--- src/include/iobuf_helper.svh ---
`ifndef IOBUF_HELPER_SVH
`define IOBUF_HELPER_SVH

// Board resistor DAC pads are open-drain style:
// a set bit drives the pin high, a clear bit releases it to high-Z
// so the resistor network pulls that leg down.

// Level a released pin takes
`define IOBUF_RELEASED 1'bz

// Level a driven pin takes
`define IOBUF_DRIVEN 1'b1

// Value for one pad, used on the right side of a continuous assignment
`define IOBUF_DRIVE_HIGH(bit_val) ((bit_val) ? `IOBUF_DRIVEN : `IOBUF_RELEASED)

`endif

--- src/logic/vga_timing_pkg.sv ---
package vga_timing_pkg;

    // Horizontal phases, in pixel clocks
    localparam int H_VISIBLE = 16;
    localparam int H_FRONT   = 2;
    localparam int H_SYNC    = 3;
    localparam int H_BACK    = 3;

    // Vertical phases, in lines
    localparam int V_VISIBLE = 8;
    localparam int V_FRONT   = 1;
    localparam int V_SYNC    = 2;
    localparam int V_BACK    = 1;

    localparam int H_TOTAL = H_VISIBLE + H_FRONT + H_SYNC + H_BACK;
    localparam int V_TOTAL = V_VISIBLE + V_FRONT + V_SYNC + V_BACK;

    // Sync windows, start inclusive and end exclusive
    localparam int H_SYNC_START = H_VISIBLE + H_FRONT;
    localparam int H_SYNC_END   = H_SYNC_START + H_SYNC;
    localparam int V_SYNC_START = V_VISIBLE + V_FRONT;
    localparam int V_SYNC_END   = V_SYNC_START + V_SYNC;

    // Sync pulses go low during the sync phase
    localparam logic SYNC_ACTIVE_LOW = 1'b1;

    // Counter widths, enough for H_TOTAL and V_TOTAL
    localparam int X_W = 5;
    localparam int Y_W = 4;

    typedef struct packed {
        logic [X_W-1:0] x;
        logic [Y_W-1:0] y;
        logic           visible;
        logic           hsync;
        logic           vsync;
    } scan_pos_t;

endpackage

--- src/logic/vga_color_pkg.sv ---
package vga_color_pkg;

    typedef logic [5:0] level6_t;
    typedef logic [3:0] level4_t;

    typedef struct packed {
        level6_t red;
        level6_t green;
        level6_t blue;
    } rgb18_t;

    typedef enum logic [1:0] {
        PAT_SOLID,
        PAT_BARS,
        PAT_GRADIENT,
        PAT_CHECKER
    } pattern_sel_t;

    localparam int CHANNELS = 3;

    localparam level6_t LEVEL6_MAX = 6'h3F;
    localparam level4_t LEVEL4_MAX = 4'hF;

    localparam rgb18_t RGB_WHITE = '{red: LEVEL6_MAX, green: LEVEL6_MAX, blue: LEVEL6_MAX};
    localparam rgb18_t RGB_BLACK = '{red: 6'h00, green: 6'h00, blue: 6'h00};

    // 2x2 ordered dither thresholds, indexed [y][x]
    localparam logic [1:0] BAYER2 [0:1][0:1] = '{
        '{2'd0, 2'd2},
        '{2'd3, 2'd1}
    };

endpackage

--- src/logic/vga_dither_channel.sv ---
`timescale 1ns/1ns

module vga_dither_channel import vga_timing_pkg::*, vga_color_pkg::*; (
    input  logic      clk,
    input  logic      rst_n_i,
    input  level6_t   level_i,
    input  scan_pos_t pos_i,
    output level4_t   level_o
);

    logic [1:0] thresh;
    logic       bump;
    logic [4:0] sum;
    level4_t    level_d;

    // Threshold from the pixel's place in the 2x2 cell
    assign thresh = BAYER2[pos_i.y[0]][pos_i.x[0]];
    assign bump   = (level_i[1:0] > thresh);

    always_comb begin
        sum = {1'b0, level_i[5:2]} + {4'b0000, bump};
        if (!pos_i.visible) begin
            level_d = '0;
        end else if (sum[4]) begin
            // Top code stays at full scale
            level_d = LEVEL4_MAX;
        end else begin
            level_d = sum[3:0];
        end
    end

    always_ff @(posedge clk) begin
        if (!rst_n_i) begin
            level_o <= '0;
        end else begin
            level_o <= level_d;
        end
    end

    blank_outside_visible: assert property (
        @(posedge clk) disable iff (!rst_n_i)
        !$past(pos_i.visible) |-> (level_o == '0)
    ) else $error("DAC level nonzero outside the visible area");

endmodule

--- config.mk ---
export PLATFORM = sky130hd
export DESIGN_NAME = vga_dither_channel
export DESIGN_NICKNAME = d
export VERILOG_FILES = /design/src/include/iobuf_helper.svh /design/src/logic/vga_timing_pkg.sv /design/src/logic/vga_color_pkg.sv /design/src/logic/vga_dither_channel.sv
export SDC_FILE = /design/constraint.sdc
export NUM_CORES = 1
export LEC_CHECK = 0
export BUFFER_PORTS_ARGS = -buffer_cell sky130_fd_sc_hd__buf_4
export CORE_AREA = 2 2 39 41
export DETAILED_ROUTE_END_ITERATION = 10
export DIE_AREA = 0 0 41 43
export PLACE_DENSITY = 0.5
export SETUP_SLACK_MARGIN = 0.3
export SLEW_MARGIN = 20
export SYNTH_ARGS = -nofsm -noshare
export SYNTH_HDL_FRONTEND = slang
export SYNTH_SLANG_ARGS = --single-unit
--- constraint.sdc ---
create_clock -name clk -period 1.83 [get_ports clk]
set_clock_uncertainty 0.05 [all_clocks]
set_input_delay 0.0915 -clock clk [delete_from_list [all_inputs] [get_ports clk]]
set_output_delay 0.0915 -clock clk [all_outputs]
set_load 0.1 [all_outputs]
==> summary.txt <==
Status
  – Outcome: finished, final reports clean

Synthesis
  – Synth Area in Compound Gates: 0.175
  – Cell area after synthesis: ~230 sq um
  – Avg Inst Size Synth: around 10 sq um
  – Post-Synthesis Cells: 23
  – Main combinational cell family by area after synthesis: adder cells
  – Mux share of post-synthesis cell area: 0
  – FF+latch count, synth: 4
  – Synth warn: 0
  – Simple logic cell fraction of the synthesized area: 0.202
  – Seq/Total Area, Yosys: 0.350
  – Distinct cell type count after synthesis: 13
  – Adder-cell share of the synthesized area: 0.219
  – Post-Syn Nets: 47
  – Xor/xnor share of the synthesized area: 0.0383

Detailed routing
  – Routed wire length per instance: approximately 8.1 microns
  – DRC Markers: 0
  – Detailed Route Iter0 Violations: 2
  – Drt first pass iters: 2
  – Routed Antenna Nets: 0
  – Vias/cell: 3.98
  – Vias: roughly 230
  – Final WL: 469 microns

Timing
  – F_max: 0.655 GHz
  – Min Hold Slack: 40.2 ps
  – Worst-Margin Slew: 279 ps
  – Max-slew headroom at the worst pin: 0.816
  – RSZ-0062 raised after global routing: yes
  – Slew Viols, Final: 0
  – Final WS setup: a little over 300 ps
  – Final setup vio count: 0
  – Tcrit/Tclk final: 0.835
  – Min cycle time layout: 1530 ps
  – Final hold vios: 0

GRT
  – Vias in the first global route: 235
  – GR Util All Layers: 0.0661
  – First-pass GRT wire length: 772 microns
  – Gr ovfl total: 0
  – Initial antenna violation count: 0
  – Largest net degree at the start of global routing: 7

Critical path
  – CP Launch Type: primary input
  – WP data required: 1890 ps
  – Critical path peak fanout: 5
  – Critical Path End Type: flop
  – Slowest-stage cell, CP: ha_1
  – Buf+Inv Stages, Crit Path: 1
  – Delay-heaviest family, CP: adder cells
  – Worst path depth: 9
  – CP Capture Point: level_o[3]
  – CP startpoint: pos_i[3]
  – Setup CP Type: in -> reg
  – Largest stage delay, worst path: around 310 ps
  – Critical path data arrival time: 1590 ps
  – Cell breakdown of the critical path: buf_8 -> xnor2_2 -> ha_1 -> nor2b_4 -> a2bb2oi_2 -> ha_2 -> ha_4 -> and4b_1 -> a211oi_2

Clock network
  – Clock root buffer: clkbuf_4
  – CTS tree: built
  – H-tree depth: 1
  – CTS Sinks: 4
  – CTS Buf Count: 3
  – Clk buf depth: 2
  – Reg clk slew, reported paths: about 40 ps

Die
  – Placeable Area: 1380 sq um
  – IO Count: 24
  – Num rows: 14
  – Initial Util: 0.165
  – DIE AREA: 1760 sq um
  – Die W: 41 microns
  – Chip height: 43 microns

Place
  – GP Congestion: 0.636
  – PortBufs: 14
  – # placed instances: 53
  – Dpl ws: -9.64 ps
  – Hpwl dp: around 370 microns

Power and ir drop
  – PwrDens: 762 nW/um^2
  – VDD IR max: 0.153 mV
  – Pleak: roughly 0.21 nW

Final layout
  – Share of cells above drive strength 1: 0.643
  – Antenna diode count: 0
  – Max reg flops: 4
  – Final layout net count: 68
  – Final core occ: 0.321
  – Largest Register: level_o
  – Non-filler cells, final: just under 60
  – Area Growth Syn to Fin: 94.0%
  – Largest regs: level_o x4

Job
  – Max cap viols: 0

Worst hold path
  – Worst min path class: in -> reg
-- cell usage in the layout, fill, tap and decap left out, drive strengths merged, types with 3 or more instances in the layout --
| master | count |
|---|---|
| buf | 16 |
| nor2 | 3 |
| a31oi | 3 |
| ha | 4 |
| clkbuf | 3 |
| dfxtp | 4 |
-- cell families after synthesis --
family	Yosys count
xor gates and xnor gates	1
AOI/OAI and AO/OA	5
buffers and inverters	1
adders and majority gates	4
DFF	4
and+or+nand+nor	8
-- metrics by stage --
| stage | instance area [sq um] | TNS, ps | total power, W |
|---|---|---|---|
| 6_report | 444 | 0 | 0.000339 |
| 5_1_grt | 444 | 0 | 0.000358 |
| 4_1_cts | 399 | 0 | 0.000326 |
| 3_5_place_dp | 369 | -9.64 | 0.000212 |
| 3_3_place_gp | 369 | -16.3 | 0.000212 |
| 2_1_floorplan | 244 | 0 | 0.000176 |
-- how the worst min path moves through the flow --
stage	startpoint	end	slack, ps	depth (start not counted)
after detailed placement	level_i[5]	level_o[3]	280	2
after global placement	level_i[5]	level_o[3]	280	2
final	level_i[5]	level_o[3]	40	2
after floorplan	level_i[5]	level_o[3]	140	1
after CTS	level_i[5]	level_o[3]	30	2
after global routing	level_i[5]	level_o[3]	50	2
-- report_power, final --
group | leakage, nW | internal, W | switching (W)
clock network | 0.0138 | 0.0000731 | 0.0000324
registers | 0.0329 | 0.0000934 | 0.00000121
logic | 0.166 | 0.0000626 | 0.0000757
total | 0.213 | 0.000229 | 0.000109
-- cell type report --
cell class	count	area, sq um
Fill cell	155	940
Clock buffer	3	22.5
Multi-Input combinational cell	18	186
Sequential cell	4	80.1
Tap cell	16	20.0
Inverter	1	3.75
Timing Repair Buffer	16	131
-- layer usage --
metal	vias up	track usage	routed length, microns
met5	-	0	0
met3	0	0	26
met4	0	0.0800	0
met2	5	0.0969	259
li1	125	-	-
met1	101	0.0735	182
-- cells in the mapped netlist --
master     number  area (sq um)
a211oi_2        1          12.5
a2bb2oi_1       1          8.76
a31oi_1         3          18.8
and3b_2         1          10.0
and4b_1         1          10.0
dfxtp_1         4          80.1
ha_1            4          50.1
inv_1           1          3.75
nand2_1         1          3.75
nor2_1          3          11.3
nor2b_1         1          6.26
nor3_1          1          5.00
xnor2_1         1          8.76
-- repair_timing --
item | 4_1_cts | 5_1_grt
endpoints found under the hold margin | 0 | 0
pin swaps | 4 | 5
setup endpoints to repair | 2 | 3
buffers inserted | 1 | 1
resized for setup | 0 | 8
hold buffers | 0 | 0
Power figures use the tool's default switching activity.
