File: config.mk
export PLATFORM = sky130hd
export DESIGN_NAME = vga_pattern_source
export DESIGN_NICKNAME = d
export VERILOG_FILES = /design/src/include/iobuf_helper.svh /design/src/logic/vga_timing_pkg.sv /design/src/logic/vga_color_pkg.sv /design/src/logic/vga_pattern_source.sv
export SDC_FILE = /design/constraint.sdc
export NUM_CORES = 1
export LEC_CHECK = 0
export ABC_AREA = 1
export BUFFER_PORTS_ARGS = -buffer_cell sky130_fd_sc_hd__buf_2
export CORE_UTILIZATION = 44
export DETAILED_ROUTE_END_ITERATION = 6
export PLACE_DENSITY_LB_ADDON = 0.25
export SLEW_MARGIN = 30
export SYNTH_ARGS = -nofsm -noshare
export SYNTH_HDL_FRONTEND = slang
export SYNTH_SLANG_ARGS = --single-unit
File: constraint.sdc
create_clock -name clk -period 2.2 [get_ports clk]
set_input_delay 0.33 -clock clk [delete_from_list [all_inputs] [get_ports clk]]
set_output_delay 0.33 -clock clk [all_outputs]
set_load 0.005 [all_outputs]
File: src/include/iobuf_helper.svh
`ifndef IOBUF_HELPER_SVH
`define IOBUF_HELPER_SVH

// Board resistor DAC pads are open-drain style:
// a set bit drives the pin high, a clear bit releases it to high-Z
// so the resistor network pulls that leg down.

// Level a released pin takes
`define IOBUF_RELEASED 1'bz

// Level a driven pin takes
`define IOBUF_DRIVEN 1'b1

// Value for one pad, used on the right side of a continuous assignment
`define IOBUF_DRIVE_HIGH(bit_val) ((bit_val) ? `IOBUF_DRIVEN : `IOBUF_RELEASED)

`endif

File: src/logic/vga_timing_pkg.sv
package vga_timing_pkg;

    // Horizontal phases, in pixel clocks
    localparam int H_VISIBLE = 16;
    localparam int H_FRONT   = 2;
    localparam int H_SYNC    = 3;
    localparam int H_BACK    = 3;

    // Vertical phases, in lines
    localparam int V_VISIBLE = 8;
    localparam int V_FRONT   = 1;
    localparam int V_SYNC    = 2;
    localparam int V_BACK    = 1;

    localparam int H_TOTAL = H_VISIBLE + H_FRONT + H_SYNC + H_BACK;
    localparam int V_TOTAL = V_VISIBLE + V_FRONT + V_SYNC + V_BACK;

    // Sync windows, start inclusive and end exclusive
    localparam int H_SYNC_START = H_VISIBLE + H_FRONT;
    localparam int H_SYNC_END   = H_SYNC_START + H_SYNC;
    localparam int V_SYNC_START = V_VISIBLE + V_FRONT;
    localparam int V_SYNC_END   = V_SYNC_START + V_SYNC;

    // Sync pulses go low during the sync phase
    localparam logic SYNC_ACTIVE_LOW = 1'b1;

    // Counter widths, enough for H_TOTAL and V_TOTAL
    localparam int X_W = 5;
    localparam int Y_W = 4;

    typedef struct packed {
        logic [X_W-1:0] x;
        logic [Y_W-1:0] y;
        logic           visible;
        logic           hsync;
        logic           vsync;
    } scan_pos_t;

endpackage

File: src/logic/vga_color_pkg.sv
package vga_color_pkg;

    typedef logic [5:0] level6_t;
    typedef logic [3:0] level4_t;

    typedef struct packed {
        level6_t red;
        level6_t green;
        level6_t blue;
    } rgb18_t;

    typedef enum logic [1:0] {
        PAT_SOLID,
        PAT_BARS,
        PAT_GRADIENT,
        PAT_CHECKER
    } pattern_sel_t;

    localparam int CHANNELS = 3;

    localparam level6_t LEVEL6_MAX = 6'h3F;
    localparam level4_t LEVEL4_MAX = 4'hF;

    localparam rgb18_t RGB_WHITE = '{red: LEVEL6_MAX, green: LEVEL6_MAX, blue: LEVEL6_MAX};
    localparam rgb18_t RGB_BLACK = '{red: 6'h00, green: 6'h00, blue: 6'h00};

    // 2x2 ordered dither thresholds, indexed [y][x]
    localparam logic [1:0] BAYER2 [0:1][0:1] = '{
        '{2'd0, 2'd2},
        '{2'd3, 2'd1}
    };

endpackage

File: src/logic/vga_pattern_source.sv
`timescale 1ns/1ns

module vga_pattern_source import vga_timing_pkg::*, vga_color_pkg::*; (
    input  logic         clk,
    input  logic         rst_n_i,
    input  scan_pos_t    pos_i,
    input  pattern_sel_t pattern_sel_i,
    input  rgb18_t       solid_color_i,
    output scan_pos_t    pos_o,
    output rgb18_t       color_o
);

    rgb18_t     color_d;
    logic [2:0] bar_idx;
    logic [5:0] x_ramp;

    // Eight bars, two pixels wide
    assign bar_idx = pos_i.x[3:1];
    assign x_ramp  = {pos_i.x[3:0], 2'b00};

    always_comb begin
        color_d = solid_color_i;
        case (pattern_sel_i)
            PAT_SOLID: begin
                color_d = solid_color_i;
            end
            PAT_BARS: begin
                // Red on bit 2, green on bit 1, blue on bit 0
                color_d.red   = bar_idx[2] ? LEVEL6_MAX : '0;
                color_d.green = bar_idx[1] ? LEVEL6_MAX : '0;
                color_d.blue  = bar_idx[0] ? LEVEL6_MAX : '0;
            end
            PAT_GRADIENT: begin
                color_d.red   = x_ramp;
                color_d.green = {pos_i.y[2:0], 3'b000};
                color_d.blue  = LEVEL6_MAX - x_ramp;
            end
            PAT_CHECKER: begin
                color_d = (pos_i.x[1] ^ pos_i.y[1]) ? RGB_WHITE : RGB_BLACK;
            end
        endcase
    end

    // Position is cleared to a blanked, sync-idle state
    always_ff @(posedge clk) begin
        if (!rst_n_i) begin
            pos_o.x       <= '0;
            pos_o.y       <= '0;
            pos_o.visible <= 1'b0;
            pos_o.hsync   <= SYNC_ACTIVE_LOW;
            pos_o.vsync   <= SYNC_ACTIVE_LOW;
        end else begin
            pos_o <= pos_i;
        end
    end

    always_ff @(posedge clk) begin
        color_o <= color_d;
    end

endmodule

==> flow_summary_export.csv, run 1 <==
group,metric,value,unit
outcome,outcome,"finished clean",
placement,dp.cells,209,
pwr,p_leak,0.0008377,µW
clock_network,clkSlewWorstSetupHoldPaths,90,ps
pwr,p_int,896.9,µW
floorplan,start_util,46.20,%
setup_path,timing_worst_setup_path_type,"flip-flop to primary output",
final_layout,fin_area,1410,µm²
timing,fin_tns_setup,0,ps
timing,finalHoldViolations,0,
min_path,min-delay-path-class,"input port to flip-flop",
placement,dpl_cell_area,1333,µm²
global_routing,antenna_found_initial,0,
pwr,seqPwrFrac,51.6,%
yosys,syn-num-nets,156,
detailed_routing,drc_errors,0,
yosys,syn_avg_cell_area,8.297,µm²
detailed_routing,wirelength,2226,µm
timing,maxSlewViolCount,0,
yosys,post-synth-top-area-cell,"dfxtp_1",
clock_network,cts-root-buf,"clkbuf_4",
timing,hold-worst-slack,173.8,ps
setup_path,crit_path_start,"color_o[5]$_DFF_P_",
setup_path,cp_top_family,"flip-flops",
global_routing,grt_pass1_wl,3739,µm
placement,gp_congestion,0.6693,
final_layout,fill_cells,209,
pwr,ir_drop,0.0006121,V
setup_path,cp-start-kind,"flip-flop",
final_layout,final_common_cell,"buf_2",
yosys,yosysWarningCount,0,
placement,port_buffers,63,
clock_network,cts_buffers,5,
global_routing,track_usage,20.58,%
timing,slew_headroom,54.40,%
global_routing,grt_max_degree,19,
global_routing,grt_pass1_vias,932,
setup_path,crit_chain,"buf_2",
setup_path,cp.arrival,770,ps
min_path,min_path_cells,3,
clock_network,postCtsHoldBufs,0,
detailed_routing,vias,996,
job,maxCapViolations,0,
pwr,p_comb_share,12.7,%
pwr,clockPowerShare,35.7,%
detailed_routing,wl_per_cell,10.26,µm
clock_network,htree_levels,2,
setup_path,worstSetupPathDepth,1,
timing,tightest_slew,681.5,ps
setup_path,slowest_delay,330,ps
floorplan,rows,17,
setup_path,critical_path.slowest_cell,"dfxtp_1",
clock_network,postCtsSetupBuffers,0,
yosys,synth.yosys.seq_area_share,59.33,%
clock_network,ctsResizeCount,0,
detailed_routing,viasPerCell,4.590,
detailed_routing,first_pass_iters,4,
floorplan,core,2191,µm²
setup_path,setup.worst_path.end,"color_o[5]",
setup_path,path_buf_inv,1,
timing,fmax,0.9127,GHz
yosys,ys_ff_latch,30,
setup_path,cp_data_required_time,1870,ps
final_layout,final_cell_mix,"buf_2 (63), nand2_1 (44), dfxtp_1 (30)",
detailed_routing,drtAntennaViolNets,0,
timing,post-route-period-util,49.80,%
final_layout,utilization,64.36,%
setup_path,path_max_fanout,1,
timing,rsz0062_at_grt,"false",
final_layout,final_cells,217,
floorplan,ios,64,
timing,setup_viol_count_final,0,
yosys,yosys-top-cells-area,"dfxtp_1 (59%), nand2_1 (16%), nand4_1 (8.0%)",
clock_network,clockBufferDepth,2,
clock_network,cts_tree,"yes",
final_layout,drive_gt1_share,38.62,%
floorplan,die_w,49.97,µm
pwr,power-per-cell-area,824.2,nW/µm²
placement,hpwl,1698,µm
global_routing,overflow,0,
yosys,synth.distinct_cells,11,
final_layout,fin_nets,222,
pwr,p_sw_share,22.83,%
clock_network,cts_sinks,30,
pwr,switchingPower,265.3,µW
floorplan,die_area,2497,µm²
timing,layout_min_cycle_time,1096,ps
yosys,yosysTopAreaCellShare,59.33,%
final_layout,area_delta_synth_final,39.31,%
setup_path,crit_path_end_kind,"primary output",
floorplan,fp.dieH,49.97,µm
yosys,synthCells,122,
yosys,syn-cell-area,1012,µm²
detailed_routing,first_iter_violations,20,
final_layout,n_antenna_cell,0,
-- power groups by stage --
stage	logic (µW)	registers [µW]	clock network (µW)
3_3_place_gp	144	612	0
4_1_cts	149	600	427
6_report	147	600	415
5_1_grt	167	605	453
2_1_floorplan	55.0	621	0
3_5_place_dp	149	613	0
-- how the worst min path moves through the flow --
stage | from | to | slack (ps)
2_1_floorplan | pos_i[0] | pos_o[0]$_SDFF_PN1_ | 410
3_3_place_gp | pos_i[0] | pos_o[0]$_SDFF_PN1_ | 500
3_5_place_dp | pos_i[1] | pos_o[1]$_SDFF_PN1_ | 510
4_1_cts | pos_i[1] | pos_o[1]$_SDFF_PN1_ | 160
5_1_grt | pos_i[1] | pos_o[1]$_SDFF_PN1_ | 160
6_report | pos_i[1] | pos_o[1]$_SDFF_PN1_ | 170
-- synth_stat cells --
| master | number |
|---|---|
| dfxtp_1 | 30 |
| clkbuf_1 | 1 |
| nand2_1 | 44 |
| nor2_2 | 1 |
| buf_6 | 1 |
| inv_1 | 20 |
| nand4_1 | 13 |
| nand3_2 | 1 |
| nand3_1 | 8 |
| buf_4 | 2 |
| nor2_1 | 1 |
-- layer usage --
metal / vias to the layer above / wire length, µm / GRT usage, %
met5: - / 0 / 0
met4: 0 / 23 / 11.90
met3: 3 / 167 / 7.099
met2: 45 / 1068 / 34.46
met1: 436 / 966 / 22.29
li1: 512 / - / -
-- logic make-up after synthesis --
logic type | synth area share (%)
buf+inv | 10.38
simple gates | 30.28
flops | 59.33
-- final cells by class --
class / count / area (µm²) / area share, %
sequential: 30 / 600.6 / 42.59
timing repair buffer: 63 / 315.3 / 22.36
multi-input combinational: 68 / 306.5 / 21.74
inverter: 20 / 75.07 / 5.324
clock inverter: 3 / 40.04 / 2.839
clock buffer: 5 / 37.54 / 2.662
tap: 28 / 35.03 / 2.484
-- state kept, by name, summed over array words and instances (netlist names) --
| register | cells |
|---|---|
| pos_o | 12 |
| color_o | 18 |
-- stage by stage --
step | setup slack (ps) | power (µW)
2_1_floorplan | 1271 | 676.2
3_3_place_gp | 865.0 | 755.2
3_5_place_dp | 845.7 | 761.6
4_1_cts | 1093 | 1176
5_1_grt | 998.9 | 1225
6_report | 1104 | 1162
(Power assumes the default switching activity.)
==> run 2: changes to the inputs <==
--- a/config.mk
+++ b/config.mk
@@ -7,7 +7,7 @@
 export LEC_CHECK = 0
 export ABC_AREA = 1
 export BUFFER_PORTS_ARGS = -buffer_cell sky130_fd_sc_hd__buf_2
-export CORE_UTILIZATION = 44
+export CORE_UTILIZATION = 41
 export DETAILED_ROUTE_END_ITERATION = 6
 export PLACE_DENSITY_LB_ADDON = 0.25
 export SLEW_MARGIN = 30
==> constraint.sdc (replaced) <==
create_clock -name clk -period 1.09 [get_ports clk]
set_input_delay 0.1635 -clock clk [delete_from_list [all_inputs] [get_ports clk]]
set_output_delay 0.1635 -clock clk [all_outputs]
set_load 0.005 [all_outputs]
==> flow_summary_export.csv, run 2 (synthesized netlist as in run 1, its figures left out) <==
group,metric,value,unit
outcome,outcome,"finished clean",
timing,layout_min_cycle_time,923.7,ps
timing,slew_headroom,52.29,%
detailed_routing,vias,1041,
min_path,min-delay-path-class,"input port to flip-flop",
pwr,p_comb_share,13.6,%
placement,dp.cells,213,
detailed_routing,drc_errors,0,
setup_path,crit_path_end_kind,"primary output",
clock_network,clockBufferDepth,2,
pwr,power-per-cell-area,1583,nW/µm²
final_layout,fill_cells,192,
final_layout,final_cells,224,
clock_network,cts_sinks,30,
final_layout,drive_gt1_share,39.29,%
global_routing,grt_busiest_layer,"met2",
clock_network,cts_buffers,5,
global_routing,grt_util_met2,31.17,%
clock_network,ctsResizeCount,0,
setup_path,timing_worst_setup_path_type,"flip-flop to primary output",
final_layout,final_cell_mix,"buf_2 (63), nand2_1 (44), dfxtp_1 (30)",
global_routing,grt_max_degree,19,
placement,pre_cts_slack,-69.95,ps
placement,hpwl,1711,µm
detailed_routing,viasPerCell,4.647,
pwr,seqPwrFrac,52.0,%
pwr,switchingPower,537.5,µW
setup_path,cp_top_family,"flip-flops",
timing,post-route-period-util,84.74,%
final_layout,area_delta_synth_final,45.36,%
detailed_routing,drtAntennaViolNets,0,
setup_path,slowest_delay,330,ps
setup_path,cp_data_required_time,930,ps
job,maxCapViolations,0,
final_layout,reg_top3,"color_o: 18 flops, pos_o: 12 flops",
setup_path,critical_path.slowest_cell,"dfxtp_1",
timing,fmax,1.083,GHz
detailed_routing,wl_per_cell,10.75,µm
setup_path,worstSetupPathDepth,1,
timing,setup_ws,166.3,ps
placement,port_buffers,63,
floorplan,start_util,44.47,%
floorplan,die_w,51.69,µm
setup_path,path_max_fanout,1,
clock_network,cts_tree,"yes",
timing,setup_viol_count_final,0,
timing,maxSlewViolCount,0,
final_layout,n_antenna_cell,0,
setup_path,cp-start-kind,"flip-flop",
floorplan,die_area,2671,µm²
detailed_routing,first_iter_violations,15,
floorplan,rows,17,
pwr,p_leak,0.0008694,µW
placement,gp_congestion,0.6825,
pwr,p_sw_share,23.08,%
setup_path,cp.arrival,760,ps
clock_network,cts-root-buf,"clkbuf_4",
global_routing,antenna_found_initial,0,
clock_network,clkSlewWorstSetupHoldPaths,90,ps
timing,finalHoldViolations,0,
pwr,p_int,1792,µW
final_layout,final_common_cell,"buf_2",
timing,tightest_slew,713.1,ps
global_routing,overflow,0,
global_routing,track_usage,20.32,%
clock_network,htree_levels,2,
global_routing,grt_pass1_vias,921,
timing,fin_tns_setup,0,ps
floorplan,core,2276,µm²
setup_path,crit_chain,"buf_2",
timing,rsz0062_at_grt,"false",
global_routing,grt_pass1_wl,3781,µm
final_layout,utilization,64.65,%
setup_path,path_buf_inv,1,
global_routing,grtUsageMet1,22.53,%
detailed_routing,wirelength,2408,µm
floorplan,ios,64,
floorplan,fp.dieH,51.69,µm
min_path,min_path_cells,3,
detailed_routing,first_pass_iters,4,
global_routing,met3_usage,9.942,%
final_layout,fin_nets,229,
final_layout,largest_reg_flops,18,
pwr,ir_drop,0.001096,V
pwr,clockPowerShare,34.4,%
final_layout,regMostFlops,"color_o",
==> run 2: changes by cell type in the layout (fill, tap and decap cells not counted), sizes merged <==
cell / previous run / this run
buf: 63 / 67
clkinv: 2 / 0
bufinv: 1 / 0
clkbuf: 5 / 8
dlygate4sd3: 0 / 3
==> run 2: path summary, 6_finish.rpt <==
kind	to	slack (ps)	startpoint
worst min-delay path	pos_o[11]$_SDFF_PN0_	10	pos_i[11]
worst max-delay path	color_o[9]	170	color_o[9]$_DFF_P_
==> run 2: area by class of cell <==
| cell class | instances | area, µm² | area share, % |
|---|---|---|---|
| Tap cell | 28 | 35.03 | 2.381 |
| Multi-Input combinational cell | 68 | 306.5 | 20.83 |
| Sequential cell | 30 | 600.6 | 40.82 |
| Inverter | 20 | 75.07 | 5.102 |
| Clock buffer | 8 | 78.83 | 5.357 |
| Timing Repair Buffer | 70 | 375.4 | 25.51 |
==> run 2: per-layer routing <==
layer | up-vias | routed length (µm)
li1 | 526 | -
met4 | 0 | 52
met5 | - | 0
met2 | 49 | 1124
met1 | 460 | 1012
met3 | 6 | 218
==> run 2: through the flow <==
step                      hold slack, ps  power, µW  area [µm²]
final                              13.08       2329        1471
after CTS                         0.5420       2364        1471
after floorplan                    248.3       1365        1012
after detailed placement           344.2       1548        1363
after global placement             332.8       1536        1363
after global routing               2.871       2447        1471
==> run 2: power groups by stage <==
stage / combinational (µW) / clock, µW / sequential [µW]
2_1_floorplan: 111 / 0 / 1250
3_3_place_gp: 302 / 0 / 1230
3_5_place_dp: 311 / 0 / 1240
4_1_cts: 321 / 831 / 1210
5_1_grt: 358 / 869 / 1220
6_report: 317 / 801 / 1210
==> run 2: what timing repair did <==
item | CTS | global route
hold buffers | 3 | 0
endpoints found under the hold margin | 3 | 0
setup buffers | 0 | 0
==> run 3: changes to the inputs <==
==> constraint.sdc (replaced) <==
create_clock -name clk -period 0.9 [get_ports clk]
set_input_delay 0.135 -clock clk [delete_from_list [all_inputs] [get_ports clk]]
set_output_delay 0.135 -clock clk [all_outputs]
set_load 0.005 [all_outputs]
==> flow_summary_export.csv, run 3 (synthesized netlist as in run 1, its figures left out) <==
group,metric,value,unit
outcome,outcome,"finished clean",
timing,setup_ws,7.975,ps
clock_network,cts_buffers,5,
global_routing,grt_pass1_vias,955,
timing,finalHoldViolations,0,
pwr,p_int,1962,µW
global_routing,grt_pass1_wl,3850,µm
setup_path,path_buf_inv,1,
detailed_routing,vias,1032,
final_layout,regMostFlops,"color_o",
timing,tightest_slew,437.9,ps
timing,post-route-period-util,99.11,%
floorplan,fp.dieH,51.69,µm
setup_path,cp_data_required_time,760,ps
placement,hpwl,1732,µm
setup_path,path_max_fanout,1,
timing,maxSlewViolCount,0,
detailed_routing,wl_per_cell,10.62,µm
pwr,ir_drop,0.001349,V
pwr,clockPowerShare,27.0,%
floorplan,start_util,44.47,%
pwr,p_sw_share,24.12,%
timing,hold-worst-slack,28.72,ps
timing,setup_viol_count_final,0,
detailed_routing,first_pass_iters,4,
clock_network,cts_tree,"yes",
clock_network,cts-root-buf,"clkbuf_4",
final_layout,n_antenna_cell,0,
setup_path,cp.arrival,760,ps
detailed_routing,first_iter_violations,12,
timing,fmax,1.121,GHz
pwr,seqPwrFrac,56.9,%
detailed_routing,wirelength,2401,µm
pwr,power-per-cell-area,1704,nW/µm²
timing,slew_headroom,70.78,%
floorplan,ios,64,
final_layout,final_cell_mix,"buf_2 (59), nand2_1 (44), dfxtp_1 (24)",
setup_path,critical_path.slowest_cell,"dfxtp_1",
final_layout,area_delta_synth_final,49.94,%
global_routing,overflow,0,
timing,rsz0062_at_grt,"true",
floorplan,rows,17,
final_layout,final_common_cell,"buf_2",
placement,gp_congestion,0.6874,
final_layout,drive_gt1_share,40.40,%
clock_network,postCtsSetupBuffers,0,
final_layout,fin_nets,232,
timing,fin_tns_setup,0,ps
setup_path,crit_chain,"buf_2",
clock_network,cts_sinks,30,
final_layout,reg_top3,"color_o: 18 flops, pos_o: 12 flops",
placement,pre_cts_slack,-276.9,ps
clock_network,htree_levels,2,
pwr,switchingPower,623.7,µW
floorplan,die_area,2671,µm²
setup_path,cp_top_family,"flip-flops",
global_routing,track_usage,20.52,%
setup_path,slowest_delay,330,ps
placement,port_buffers,63,
setup_path,crit_path_end_kind,"primary output",
min_path,min-delay-path-class,"input port to flip-flop",
global_routing,grt_max_degree,19,
setup_path,timing_worst_setup_path_type,"flip-flop to primary output",
clock_network,clkSlewWorstSetupHoldPaths,80,ps
setup_path,cp-start-kind,"flip-flop",
floorplan,core,2276,µm²
pwr,p_comb_share,16.0,%
global_routing,antenna_found_initial,0,
detailed_routing,viasPerCell,4.566,
final_layout,largest_reg_flops,18,
timing,layout_min_cycle_time,892.0,ps
detailed_routing,drc_errors,0,
job,maxCapViolations,0,
floorplan,die_w,51.69,µm
pwr,p_leak,0.0008739,µW
clock_network,clockBufferDepth,2,
detailed_routing,drtAntennaViolNets,0,
[run 3: changes by cell type in the layout (fill, tap and decap cells not counted), moves of 2 or more]
cell,previous run,this run
clkbuf_8,3,0
dlygate4sd3_1,3,7
dfxtp_2,0,6
buf_4,4,2
clkbuf_1,0,2
dfxtp_1,30,24
buf_2,63,59
buf_6,0,4
[run 3: area by class of cell]
type	instances	area, µm²
fillers	206	758.2
well taps	28	35.03
inverters	20	75.07
repair buffers	73	445.4
clock buffers	7	45.04
flip-flops and latches	30	608.1
multi-input cells	68	309.0
[run 3: power by group through the flow]
stage | sequential (µW) | combinational [µW] | clock [µW]
final | 1470 | 415 | 699
after detailed placement | 1500 | 380 | 0
after global routing | 1480 | 468 | 786
after CTS | 1470 | 404 | 734
after floorplan | 1520 | 134 | 0
after global placement | 1490 | 369 | 0
[run 3: metal layers]
| layer | wire length, µm | vias up | global-route usage (%) |
|---|---|---|---|
| met5 | 0 | - | 0 |
| li1 | - | 528 | - |
| met1 | 1022 | 450 | 22.91 |
| met2 | 1127 | 47 | 33.33 |
| met4 | 60 | 0 | 13.51 |
| met3 | 192 | 7 | 6.433 |
[run 3: final timing paths]
kind,from,slack [ps],cells after the start,end
worst max-delay path,color_o[9]$_DFF_P_,8,1,color_o[9]
worst min-delay path,solid_color_i[16],30,3,color_o[16]$_DFF_P_
[run 3: what timing repair did]
item	CTS	global route
gates cloned	0	0
hold buffers	7	0
gates resized for setup	0	11
hold endpoints to repair	7	0
endpoints found under the setup margin	4	37
[run 3: through the flow]
step | util (%) | area, µm² | total power, µW | std cells
floorplan | - | 1012 | 1653 | 122
global placement | 60.09 | 1368 | 1864 | 212
detailed placement | 60.09 | 1368 | 1878 | 212
CTS | 65.15 | 1483 | 2605 | 226
global route | 66.69 | 1518 | 2737 | 226
finish | 66.69 | 1518 | 2586 | 226
