### config.mk
export PLATFORM = sky130hd
export DESIGN_NAME = vga_timing
export DESIGN_NICKNAME = d
export VERILOG_FILES = /design/src/include/iobuf_helper.svh /design/src/logic/vga_timing_pkg.sv /design/src/logic/vga_timing.sv
export SDC_FILE = /design/constraint.sdc
export NUM_CORES = 1
export LEC_CHECK = 0
export BUFFER_PORTS_ARGS = -buffer_cell sky130_fd_sc_hd__buf_2
export CAP_MARGIN = 0
export CORE_AREA = 2 2 39 41
export DETAILED_ROUTE_END_ITERATION = 6
export DIE_AREA = 0 0 41 43
export REMOVE_ABC_BUFFERS = 1
export SLEW_MARGIN = 30
export SYNTH_ARGS = -nofsm -noshare
export SYNTH_HDL_FRONTEND = slang
export SYNTH_SLANG_ARGS = --single-unit
### constraint.sdc
create_clock -name clk -period 1.5 [get_ports clk]
set_clock_uncertainty 0.05 [all_clocks]
set_input_delay 0.225 -clock clk [delete_from_list [all_inputs] [get_ports clk]]
set_output_delay 0.225 -clock clk [all_outputs]
set_load 0.1 [all_outputs]
### src/include/iobuf_helper.svh
`ifndef IOBUF_HELPER_SVH
`define IOBUF_HELPER_SVH

// Board resistor DAC pads are open-drain style:
// a set bit drives the pin high, a clear bit releases it to high-Z
// so the resistor network pulls that leg down.

// Level a released pin takes
`define IOBUF_RELEASED 1'bz

// Level a driven pin takes
`define IOBUF_DRIVEN 1'b1

// Value for one pad, used on the right side of a continuous assignment
`define IOBUF_DRIVE_HIGH(bit_val) ((bit_val) ? `IOBUF_DRIVEN : `IOBUF_RELEASED)

`endif

### src/logic/vga_timing_pkg.sv
package vga_timing_pkg;

    // Horizontal phases, in pixel clocks
    localparam int H_VISIBLE = 16;
    localparam int H_FRONT   = 2;
    localparam int H_SYNC    = 3;
    localparam int H_BACK    = 3;

    // Vertical phases, in lines
    localparam int V_VISIBLE = 8;
    localparam int V_FRONT   = 1;
    localparam int V_SYNC    = 2;
    localparam int V_BACK    = 1;

    localparam int H_TOTAL = H_VISIBLE + H_FRONT + H_SYNC + H_BACK;
    localparam int V_TOTAL = V_VISIBLE + V_FRONT + V_SYNC + V_BACK;

    // Sync windows, start inclusive and end exclusive
    localparam int H_SYNC_START = H_VISIBLE + H_FRONT;
    localparam int H_SYNC_END   = H_SYNC_START + H_SYNC;
    localparam int V_SYNC_START = V_VISIBLE + V_FRONT;
    localparam int V_SYNC_END   = V_SYNC_START + V_SYNC;

    // Sync pulses go low during the sync phase
    localparam logic SYNC_ACTIVE_LOW = 1'b1;

    // Counter widths, enough for H_TOTAL and V_TOTAL
    localparam int X_W = 5;
    localparam int Y_W = 4;

    typedef struct packed {
        logic [X_W-1:0] x;
        logic [Y_W-1:0] y;
        logic           visible;
        logic           hsync;
        logic           vsync;
    } scan_pos_t;

endpackage

### src/logic/vga_timing.sv
`timescale 1ns/1ns

module vga_timing import vga_timing_pkg::*; (
    input  logic      clk,
    input  logic      rst_n_i,
    output scan_pos_t pos_o
);

    logic [X_W-1:0] x_q;
    logic [Y_W-1:0] y_q;
    logic           line_end;
    logic           frame_end;
    logic           in_hsync;
    logic           in_vsync;

    assign line_end  = (int'(x_q) == H_TOTAL - 1);
    assign frame_end = (int'(y_q) == V_TOTAL - 1);

    always_ff @(posedge clk) begin
        if (!rst_n_i) begin
            x_q <= '0;
            y_q <= '0;
        end else if (line_end) begin
            x_q <= '0;
            // Step to the next line, wrap at frame end
            if (frame_end) begin
                y_q <= '0;
            end else begin
                y_q <= y_q + 1'b1;
            end
        end else begin
            x_q <= x_q + 1'b1;
        end
    end

    assign in_hsync = (int'(x_q) >= H_SYNC_START) && (int'(x_q) < H_SYNC_END);
    assign in_vsync = (int'(y_q) >= V_SYNC_START) && (int'(y_q) < V_SYNC_END);

    always_comb begin
        pos_o.x       = x_q;
        pos_o.y       = y_q;
        pos_o.visible = (int'(x_q) < H_VISIBLE) && (int'(y_q) < V_VISIBLE);
        // Polarity flip for active-low syncs
        pos_o.hsync   = SYNC_ACTIVE_LOW ^ in_hsync;
        pos_o.vsync   = SYNC_ACTIVE_LOW ^ in_vsync;
    end

    x_in_range: assert property (
        @(posedge clk) disable iff (!rst_n_i)
        int'(x_q) < H_TOTAL
    ) else $error("x counter left the line range");

    // Vertical sync edges only at the first pixel of a line
    vsync_at_line_start: assert property (
        @(posedge clk) disable iff (!rst_n_i)
        $changed(pos_o.vsync) |-> (x_q == '0)
    ) else $error("vsync changed in the middle of a line");

endmodule

==> flow_metrics.env, run 1 <==
export IMPL_grt_pass1_wl_mm=1.80
export IMPL_htreeDepth=1
export IMPL_row_count=14
export IMPL_synth_edf_count=0
export IMPL_r2r_start="x_q[1]$_SDFF_PP0_"
export IMPL_end_kind="output pin"
export IMPL_grt_ovfl_total=0
export IMPL_ys_types=21
export IMPL_fill_cells=114
export IMPL_worstRegToRegCells=5
export IMPL_wl_per_cell_um=10.4
export IMPL_start_util_pct=34.8
export IMPL_grt_max_degree=9
export IMPL_dr_first_iter_drc_count=7
export IMPL_dieArea_um2=1760
export IMPL_r2r_end="y_q[3]$_SDFFE_PN0N_"
export IMPL_critical_path_class="register to output pin"
export IMPL_yosys_area_share_xor_xnor_pct=3.64
export IMPL_synth_warnings=0
export IMPL_cts_buffers=3
export IMPL_critPathMaxFanout=4
export IMPL_violations="negative setup slack"
export IMPL_cellLeakagePower_nw=0.364
export IMPL_antenna_cells=0
export IMPL_antenna_left=0
export IMPL_worst_pin_slew_ps=492
export IMPL_synth_compound_area_share_pct=11.9
export IMPL_drv_slew=0
export IMPL_max_slew_margin_pct=67.4
export IMPL_clk_latency_ps=260
export IMPL_io_pins=14
export IMPL_cts_tree="yes"
export IMPL_hpwl_um=772
export IMPL_synthArstFlopShare_pct=0
export IMPL_vdd_drop_max_mv=0.367
export IMPL_reg2reg_slack_ps=-20
export IMPL_synth_top_cell_by_area="dfxtp_1"
export IMPL_cp_required_ps=1220
export IMPL_layout_setup_ws_ps=-82.9
export IMPL_grt_pass1_vias=452
export IMPL_netlist_area_um2=482
export IMPL_syn_avg_cell_area_um2=8.76
export IMPL_yosys_area_share_simple_pct=24.9
export IMPL_crit_end="pos_o[1]"
export IMPL_whs_ps=193
export IMPL_drt_total_wl_mm=1.01
export IMPL_synth_top_area_share_pct=37.4
export IMPL_viasPerCell=4.65
export IMPL_hp_class="primary input to register"
export IMPL_layout_min_cycle_time_ps=1580
export IMPL_cap_violations=0
export IMPL_die_h_um=43
export IMPL_hold_violations=0
export IMPL_rsz0062_at_grt="true"
export IMPL_muxShareOfSynthArea_pct=2.08
export IMPL_synthFlopType="dfxtp_1"
export IMPL_drcViolationCount=0
export IMPL_outcome="complete, but fails checks"
export IMPL_final_nets=89
export IMPL_syn_to_final_growth_pct=67.0
export IMPL_startpoint_type="register"
export IMPL_root_buffer="clkbuf_4"
export IMPL_clk_pin_slew_ps=50
export IMPL_clock_path_buffers=2
export IMPL_setup_viol=3
export IMPL_synth_area_leaders="dfxtp_1 (37%), ha_1 (13%), nor2_1 (6.2%)"
export IMPL_max_freq_ghz=0.632
export IMPL_cp_arrival_ps=1310
export IMPL_cp_startpoint="x_q[1]$_SDFF_PP0_"
export IMPL_first_pass_iters=5
export IMPL_synth_most_common_cell="dfxtp_1"
export IMPL_grtUsageTotal_pct=14.9
export IMPL_drive_gt1_share_pct=56.8
export IMPL_grt_antenna_before_repair=0
export IMPL_synth_common_cells="dfxtp_1 (9), nor2_1 (8), inv_1 (7)"
export IMPL_finalCritPeriodShare_pct=106
export IMPL_synth_top_family_by_area="simple AND/OR/NAND/NOR gates"
export IMPL_ys_ff_latch=9
export IMPL_p_per_area_nw_per_um2=706
export IMPL_die_x_um=41
export IMPL_port_buffers=13
export IMPL_yosysSeqAreaShare_pct=37.4
export IMPL_routabilityCongestion=0.696
export IMPL_syn_inst=55
export IMPL_fin_setup_tns_ps=-122
export IMPL_synthAdderAreaFrac_pct=13.0
export IMPL_vias=451
export IMPL_cts_sinks=9
export IMPL_coreArea_um2=1380
export IMPL_dp_slack_ps=-21.8
==> critical path, cell delays in order, from the launching register on <==
cell	delay, ps
dfxtp_2	320
buf_6	120
buf_4	130
nor2_4	100
o22ai_2	70
nand3b_1	130
buf_12	190
==> routing by layer <==
metal | wire length, um | share of wire [%] | track usage (%) | up-vias
li1 | - | - | - | 240
met1 | 429 | 42 | 18.1 | 199
met2 | 546 | 54 | 23.1 | 12
met3 | 36 | 3.6 | 4.71 | 0
met4 | 0 | 0 | 6.00 | 0
met5 | 0 | 0 | 0 | -
==> flip-flops by register name (all words and copies together) (netlist names) <==
signal,cells
y_q,4
x_q,5
==> logic make-up after synthesis <==
group,after synthesis
buffers and inverters,8
muxes,1
adders and majority gates,5
and+or+nand+nor,21
DFF,9
xor gates and xnor gates,2
AOI/OAI and AO/OA,9
==> power by group <==
group | total, W | switching [W] | internal, W
combinational | 0.000134 | 0.0000831 | 0.0000506
sequential | 0.000251 | 0.00000701 | 0.000244
clock | 0.000183 | 0.0000810 | 0.000102
total | 0.000568 | 0.000171 | 0.000397
==> area by class of cell <==
type / count / area (um^2) / area share (%)
Multi-Input combinational cell: 38 / 342 / 42.5
Sequential cell: 9 / 191 / 23.8
Timing Repair Buffer: 23 / 196 / 24.4
Clock buffer: 4 / 26.3 / 3.27
Inverter: 7 / 28.8 / 3.58
Tap cell: 16 / 20.0 / 2.49
==> cell usage in the layout, fill, tap and decap left out <==
cell       count
dfxtp_2        3
buf_2          7
clkbuf_4       4
o22ai_2        1
mux2i_1        1
o2111ai_4      1
nor2_4         1
buf_6          1
a21oi_1        3
dfxtp_4        2
nand3_1        2
or4_1          2
nand3b_1       1
buf_12         3
xor2_1         1
o21ai_0        2
xnor2_1        1
buf_4         11
nor2_1         7
a31oi_1        1
inv_2          4
inv_1          2
nand2b_1       1
nand2_1        5
ha_4           3
nand4b_1       1
inv_4          1
ha_2           2
a311o_2        1
clkbuf_1       1
dfxtp_1        4
nand4b_4       1
==> through the flow <==
stage	utilization, %	power (W)	instances	cell area (um^2)
after global placement	48.0	0.000364	91	664
after global routing	58.1	0.000599	97	805
final	58.1	0.000568	97	805
after floorplan	-	0.000332	54	474
after detailed placement	48.0	0.000366	91	664
after CTS	54.0	0.000571	97	747
==> worst min path at each step <==
stage / end / from / depth (start not counted) / slack (ps)
final: x_q[1]$_SDFF_PP0_ / rst_n_i / 3 / 190
after global routing: x_q[1]$_SDFF_PP0_ / rst_n_i / 3 / 200
after floorplan: x_q[1]$_SDFF_PP0_ / rst_n_i / 2 / 330
after CTS: x_q[1]$_SDFF_PP0_ / rst_n_i / 3 / 190
after detailed placement: x_q[0]$_SDFF_PP0_ / rst_n_i / 3 / 470
after global placement: x_q[0]$_SDFF_PP0_ / rst_n_i / 3 / 450
==> repair_timing <==
| action | in CTS | in global routing |
|---|---|---|
| hold endpoints to repair | 0 | 0 |
| gates resized for setup | 15 | 15 |
| pin swaps | 4 | 3 |
| buffers inserted | 2 | 0 |
| endpoints found under the setup margin | 5 | 5 |
| hold buffers | 0 | 0 |
No activity file was read; power rests on OpenSTA's default activity.
==> run 2, diff against run 1 <==
Settings changed: TNS_END_PERCENT set to 10.
==> run 2 against run 1 <==
Compared with the run above:
- combinational power is essentially flat
- the flow still finishes with violations (negative setup slack)
- non-clock buffer count did not move
- sequential cell count unchanged
- final area decreased by 4.2%
- clock power about the same
- wire length about the same
- die area stayed put
- maximum frequency barely moved
- core utilization is 2.4 points lower
==> flow_metrics.env, run 2 (synthesis results as in run 1) <==
export IMPL_outcome="complete, but fails checks"
export IMPL_violations="negative setup slack"
export IMPL_row_count=14
export IMPL_path_cells="buf_6, buf_4, nor2_4, o22ai_2, nand3b_1, buf_12"
export IMPL_syn_to_final_growth_pct=60.0
export IMPL_reg_top3="x_q (5), y_q (4)"
export IMPL_grt_antenna_before_repair=0
export IMPL_dr_first_iter_drc_count=7
export IMPL_power_switching_w=0.000171
export IMPL_vdd_drop_max_mv=0.366
export IMPL_final_common_cell="buf_4"
export IMPL_viasPerCell=4.79
export IMPL_grt_max_degree=9
export IMPL_pwr_share_comb_pct=23.5
export IMPL_finalCritPeriodShare_pct=105
export IMPL_htreeDepth=1
export IMPL_hpwl_um=772
export IMPL_layout_setup_ws_ps=-81.6
export IMPL_internal_power_w=0.000397
export IMPL_final_nets=89
export IMPL_grtUsageTotal_pct=14.9
export IMPL_regMostFlops="x_q"
export IMPL_final_cell_mix="buf_4 (11), nor2_1 (7), buf_2 (7)"
export IMPL_end_kind="output pin"
export IMPL_critical_path_class="register to output pin"
export IMPL_pwr_share_clk_pct=32.3
export IMPL_dieArea_um2=1760
export IMPL_p_seq_share_pct=44.1
export IMPL_die_x_um=41
export IMPL_routabilityCongestion=0.696
export IMPL_cp_required_ps=1220
export IMPL_drcViolationCount=0
export IMPL_critPathMaxFanout=4
export IMPL_cp_arrival_ps=1310
export IMPL_grt_pass1_wl_mm=1.80
export IMPL_worst_pin_slew_ps=492
export IMPL_drv_slew=0
export IMPL_dp_slack_ps=-21.8
export IMPL_max_freq_ghz=0.632
export IMPL_start_util_pct=34.8
export IMPL_wl_per_cell_um=10.4
export IMPL_hp_class="primary input to register"
export IMPL_vias=465
export IMPL_cts_tree="yes"
export IMPL_clk_latency_ps=260
export IMPL_startpoint_type="register"
export IMPL_rsz0062_at_grt="true"
export IMPL_sw_frac_of_total_pct=30.2
export IMPL_antenna_cells=0
export IMPL_grt_pass1_vias=452
export IMPL_die_h_um=43
export IMPL_io_pins=14
export IMPL_cts_sinks=9
export IMPL_root_buffer="clkbuf_4"
export IMPL_port_buffers=13
export IMPL_cts_buffers=3
export IMPL_p_per_area_nw_per_um2=737
export IMPL_hold_violations=0
export IMPL_layout_min_cycle_time_ps=1580
export IMPL_clk_pin_slew_ps=50
export IMPL_clock_path_buffers=2
export IMPL_grt_ovfl_total=0
export IMPL_antenna_left=0
export IMPL_cellLeakagePower_nw=0.363
export IMPL_drive_gt1_share_pct=54.3
export IMPL_drt_total_wl_mm=1.01
export IMPL_first_pass_iters=4
export IMPL_largest_reg_flops=5
export IMPL_cpPeakStageDelay_ps=320
export IMPL_cap_violations=0
export IMPL_coreArea_um2=1380
export IMPL_crit_slowest_cell="dfxtp_2"
export IMPL_max_slew_margin_pct=67.4
export IMPL_fin_setup_tns_ps=-142
export IMPL_setup_viol=3
==> run 2: changes by cell type in the layout (fill, tap and decap cells not counted) <==
cell,before,now
ha_2,2,3
ha_1,0,1
inv_1,2,3
ha_4,3,1
o2111ai_2,0,1
o2111ai_4,1,0
inv_2,4,3
==> run 2: through the flow <==
stage | hold slack [ps] | instance area, um^2 | total power [W] | std cells | utilization (%)
6_report | 193 | 771 | 0.000568 | 97 | 55.7
5_1_grt | 198 | 771 | 0.000599 | 97 | 55.7
4_1_cts | 190 | 747 | 0.000571 | 97 | 54.0
3_5_place_dp | 469 | 664 | 0.000366 | 91 | 48.0
3_3_place_gp | 450 | 664 | 0.000364 | 91 | 48.0
2_1_floorplan | 332 | 474 | 0.000332 | 54 | -
==> run 2: layout make-up <==
type | count | area, um^2
inverter | 7 | 28.8
clock buffer | 4 | 26.3
sequential | 9 | 191
multi-input combinational | 38 | 308
timing repair buffer | 23 | 196
tap | 16 | 20.0
fill | 119 | 613
==> run 2: worst paths after layout <==
| path | startpoint | endpoint | slack [ps] | depth (start not counted) |
|---|---|---|---|---|
| worst max-delay path | x_q[1]$_SDFF_PP0_ | pos_o[1] | -80 | 6 |
| worst min-delay path | rst_n_i | x_q[1]$_SDFF_PP0_ | 190 | 3 |
| worst max register to register | x_q[1]$_SDFF_PP0_ | y_q[3]$_SDFFE_PN0N_ | -20 | 5 |
| worst min register to register | y_q[0]$_SDFFE_PN0N_ | y_q[0]$_SDFFE_PN0N_ | 470 | 2 |
==> run 2: worst max-delay path, delay by kind of cell, from the launching register on <==
kind / cells / cell delay [ps]
buffers and inverters: 3 / 440
flip-flops: 1 / 320
AND/OR/NAND/NOR: 2 / 230
AO/OA/AOI/OAI: 1 / 70
==> run 2: metal layers <==
metal | vias to the layer above | part of all wire (%) | global-route usage [%]
li1 | 241 | - | -
met1 | 212 | 41 | 18.1
met2 | 10 | 54 | 23.1
met3 | 2 | 3.2 | 4.71
met4 | 0 | 1.2 | 6.00
met5 | - | 0 | 0
==> run 2: what timing repair did <==
item | in CTS | in global routing
resized for setup | 15 | 10
setup endpoints to repair | 5 | 5
hold buffers | 0 | 0
endpoints found under the hold margin | 0 | 0
pin swaps | 4 | 3
setup buffers | 2 | 0
==> run 2: power by group through the flow <==
stage	sequential [W]	combinational (W)	clock [W]
floorplan	0.000310	0.0000214	0
global placement	0.000257	0.000107	0
detailed placement	0.000257	0.000108	0
CTS	0.000252	0.000126	0.000192
global route	0.000251	0.000143	0.000205
finish	0.000251	0.000134	0.000184
==> run 3, diff against run 2 <==
Settings changed: SKIP_CTS_REPAIR_TIMING set to 1.
==> run 3 against run 2 <==
Compared with the run above:
- the run still ends with negative setup slack left
- sequential power barely moved
- non-clock buffer count fell by 1
- sequential cell count did not move
- clock power barely moved
- critical path depth did not move
- final area fell by 4.1%
- critical endpoint unchanged
==> flow_metrics.env, run 3 (synthesis results as in run 1) <==
export IMPL_dr_first_iter_drc_count=1
export IMPL_dp_slack_ps=-21.8
export IMPL_regMostFlops="x_q"
export IMPL_hpwl_um=772
export IMPL_die_x_um=41
export IMPL_cellLeakagePower_nw=0.356
export IMPL_startpoint_type="register"
export IMPL_outcome="complete, but fails checks"
export IMPL_path_cells="buf_6, ha_4, nor2_1, o22ai_1, nand3b_1, buf_12"
export IMPL_wl_per_cell_um=10.5
export IMPL_syn_to_final_growth_pct=53.5
export IMPL_grt_pass1_wl_mm=1.55
export IMPL_dieArea_um2=1760
export IMPL_cts_sinks=9
export IMPL_clock_path_buffers=2
export IMPL_reg_top3="x_q (5), y_q (4)"
export IMPL_final_cell_mix="buf_4 (9), nor2_1 (8), buf_2 (7)"
export IMPL_port_buffers=13
export IMPL_cpLargestDelayFamily="flip-flops"
export IMPL_grt_pass1_vias=403
export IMPL_fill_cells=121
export IMPL_layout_min_cycle_time_ps=1630
export IMPL_antenna_left=0
export IMPL_root_buffer="clkbuf_4"
export IMPL_die_h_um=43
export IMPL_setup_viol=3
export IMPL_start_util_pct=34.8
export IMPL_drive_gt1_share_pct=48.8
export IMPL_io_pins=14
export IMPL_p_per_area_nw_per_um2=751
export IMPL_clk_pin_slew_ps=50
export IMPL_grt_max_degree=9
export IMPL_cpPeakStageDelay_ps=330
export IMPL_htreeDepth=1
export IMPL_row_count=14
export IMPL_vias=451
export IMPL_grt_ovfl_total=0
export IMPL_first_pass_iters=4
export IMPL_grtUsageTotal_pct=13.3
export IMPL_final_nets=88
export IMPL_drcViolationCount=0
export IMPL_critical_path_class="register to output pin"
export IMPL_end_kind="output pin"
export IMPL_routabilityCongestion=0.696
export IMPL_drv_slew=0
export IMPL_grt_antenna_before_repair=0
export IMPL_crit_slowest_cell="dfxtp_2"
export IMPL_largest_reg_flops=5
export IMPL_coreArea_um2=1380
export IMPL_worst_pin_slew_ps=489
export IMPL_reg2reg_slack_ps=-20
export IMPL_placed_area_um2=664
export IMPL_cp_arrival_ps=1360
export IMPL_critPathMaxFanout=5
export IMPL_cts_tree="yes"
export IMPL_p_total_w=0.000555
export IMPL_cts_buffers=3
export IMPL_rsz0062_at_grt="true"
export IMPL_layout_setup_ws_ps=-134
export IMPL_vdd_drop_max_mv=0.464
export IMPL_drt_total_wl_mm=1.01
export IMPL_final_area_um2=739
export IMPL_violations="negative setup slack"
export IMPL_multi_input_area_um2=289
export IMPL_finalCritPeriodShare_pct=109
export IMPL_max_slew_margin_pct=67.7
export IMPL_clk_latency_ps=260
export IMPL_final_core_util_pct=53.4
export IMPL_final_common_cell="buf_4"
export IMPL_viasPerCell=4.70
export IMPL_antenna_cells=0
export IMPL_cp_required_ps=1220
export IMPL_max_freq_ghz=0.612
export IMPL_hp_class="primary input to register"
export IMPL_hold_violations=0
export IMPL_cap_violations=0
export IMPL_register_area_um2=189
export IMPL_path_buf_inv=2
## run 3: cell types whose count changed in the layout (fill, tap and decap cells not counted)
cell,before,now
nor2_1,7,8
dfxtp_4,2,1
dfxtp_2,3,4
nor2_4,1,0
o22ai_1,0,1
inv_2,3,4
inv_4,1,0
clkbuf_4,4,5
ha_1,1,3
buf_4,11,9
o22ai_2,1,0
ha_2,3,1
## run 3: where the power goes
group | switching (W) | leakage (nW) | internal (W)
Sequential | 0.00000694 | 0.0754 | 0.000246
Combinational | 0.0000786 | 0.266 | 0.0000413
Clock | 0.0000804 | 0.0150 | 0.000102
Total | 0.000166 | 0.356 | 0.000389
## run 3: layout make-up
class                   count  share of cell area [%]
multi-input cells          38                    39.1
flip-flops and latches      9                    25.5
repair buffers             22                    25.5
clock buffers               4                    3.55
inverters                   7                    3.55
well taps                  16                    2.71
## run 3: per-layer routing
metal | track usage (%) | vias up | part of all wire [%]
met5 | 0 | - | 0
met4 | 6.00 | 0 | 0.99
met3 | 6.28 | 2 | 4.2
met2 | 19.7 | 9 | 53
met1 | 15.5 | 202 | 41
li1 | - | 238 | -
## run 3: worst min-delay path, delay by kind of cell
kind | cells | cell delay [ps]
AND/OR/NAND/NOR | 2 | 130
buffers and inverters | 1 | 100
## run 3: final timing paths
kind / startpoint / endpoint / cells past startpoint
setup / recovery: x_q[1]$_SDFF_PP0_ / pos_o[1] / 6
hold / removal: rst_n_i / x_q[0]$_SDFF_PP0_ / 3
setup reg to reg: x_q[1]$_SDFF_PP0_ / y_q[3]$_SDFFE_PN0N_ / 5
hold reg to reg: y_q[0]$_SDFFE_PN0N_ / y_q[0]$_SDFFE_PN0N_ / 2
## run 3: through the flow
stage	instances	hold slack, ps	setup TNS [ps]
global placement	91	450	0
floorplan	54	332	-8260
CTS	95	198	-480
global route	96	196	-469
finish	96	190	-209
detailed placement	91	469	-21.8
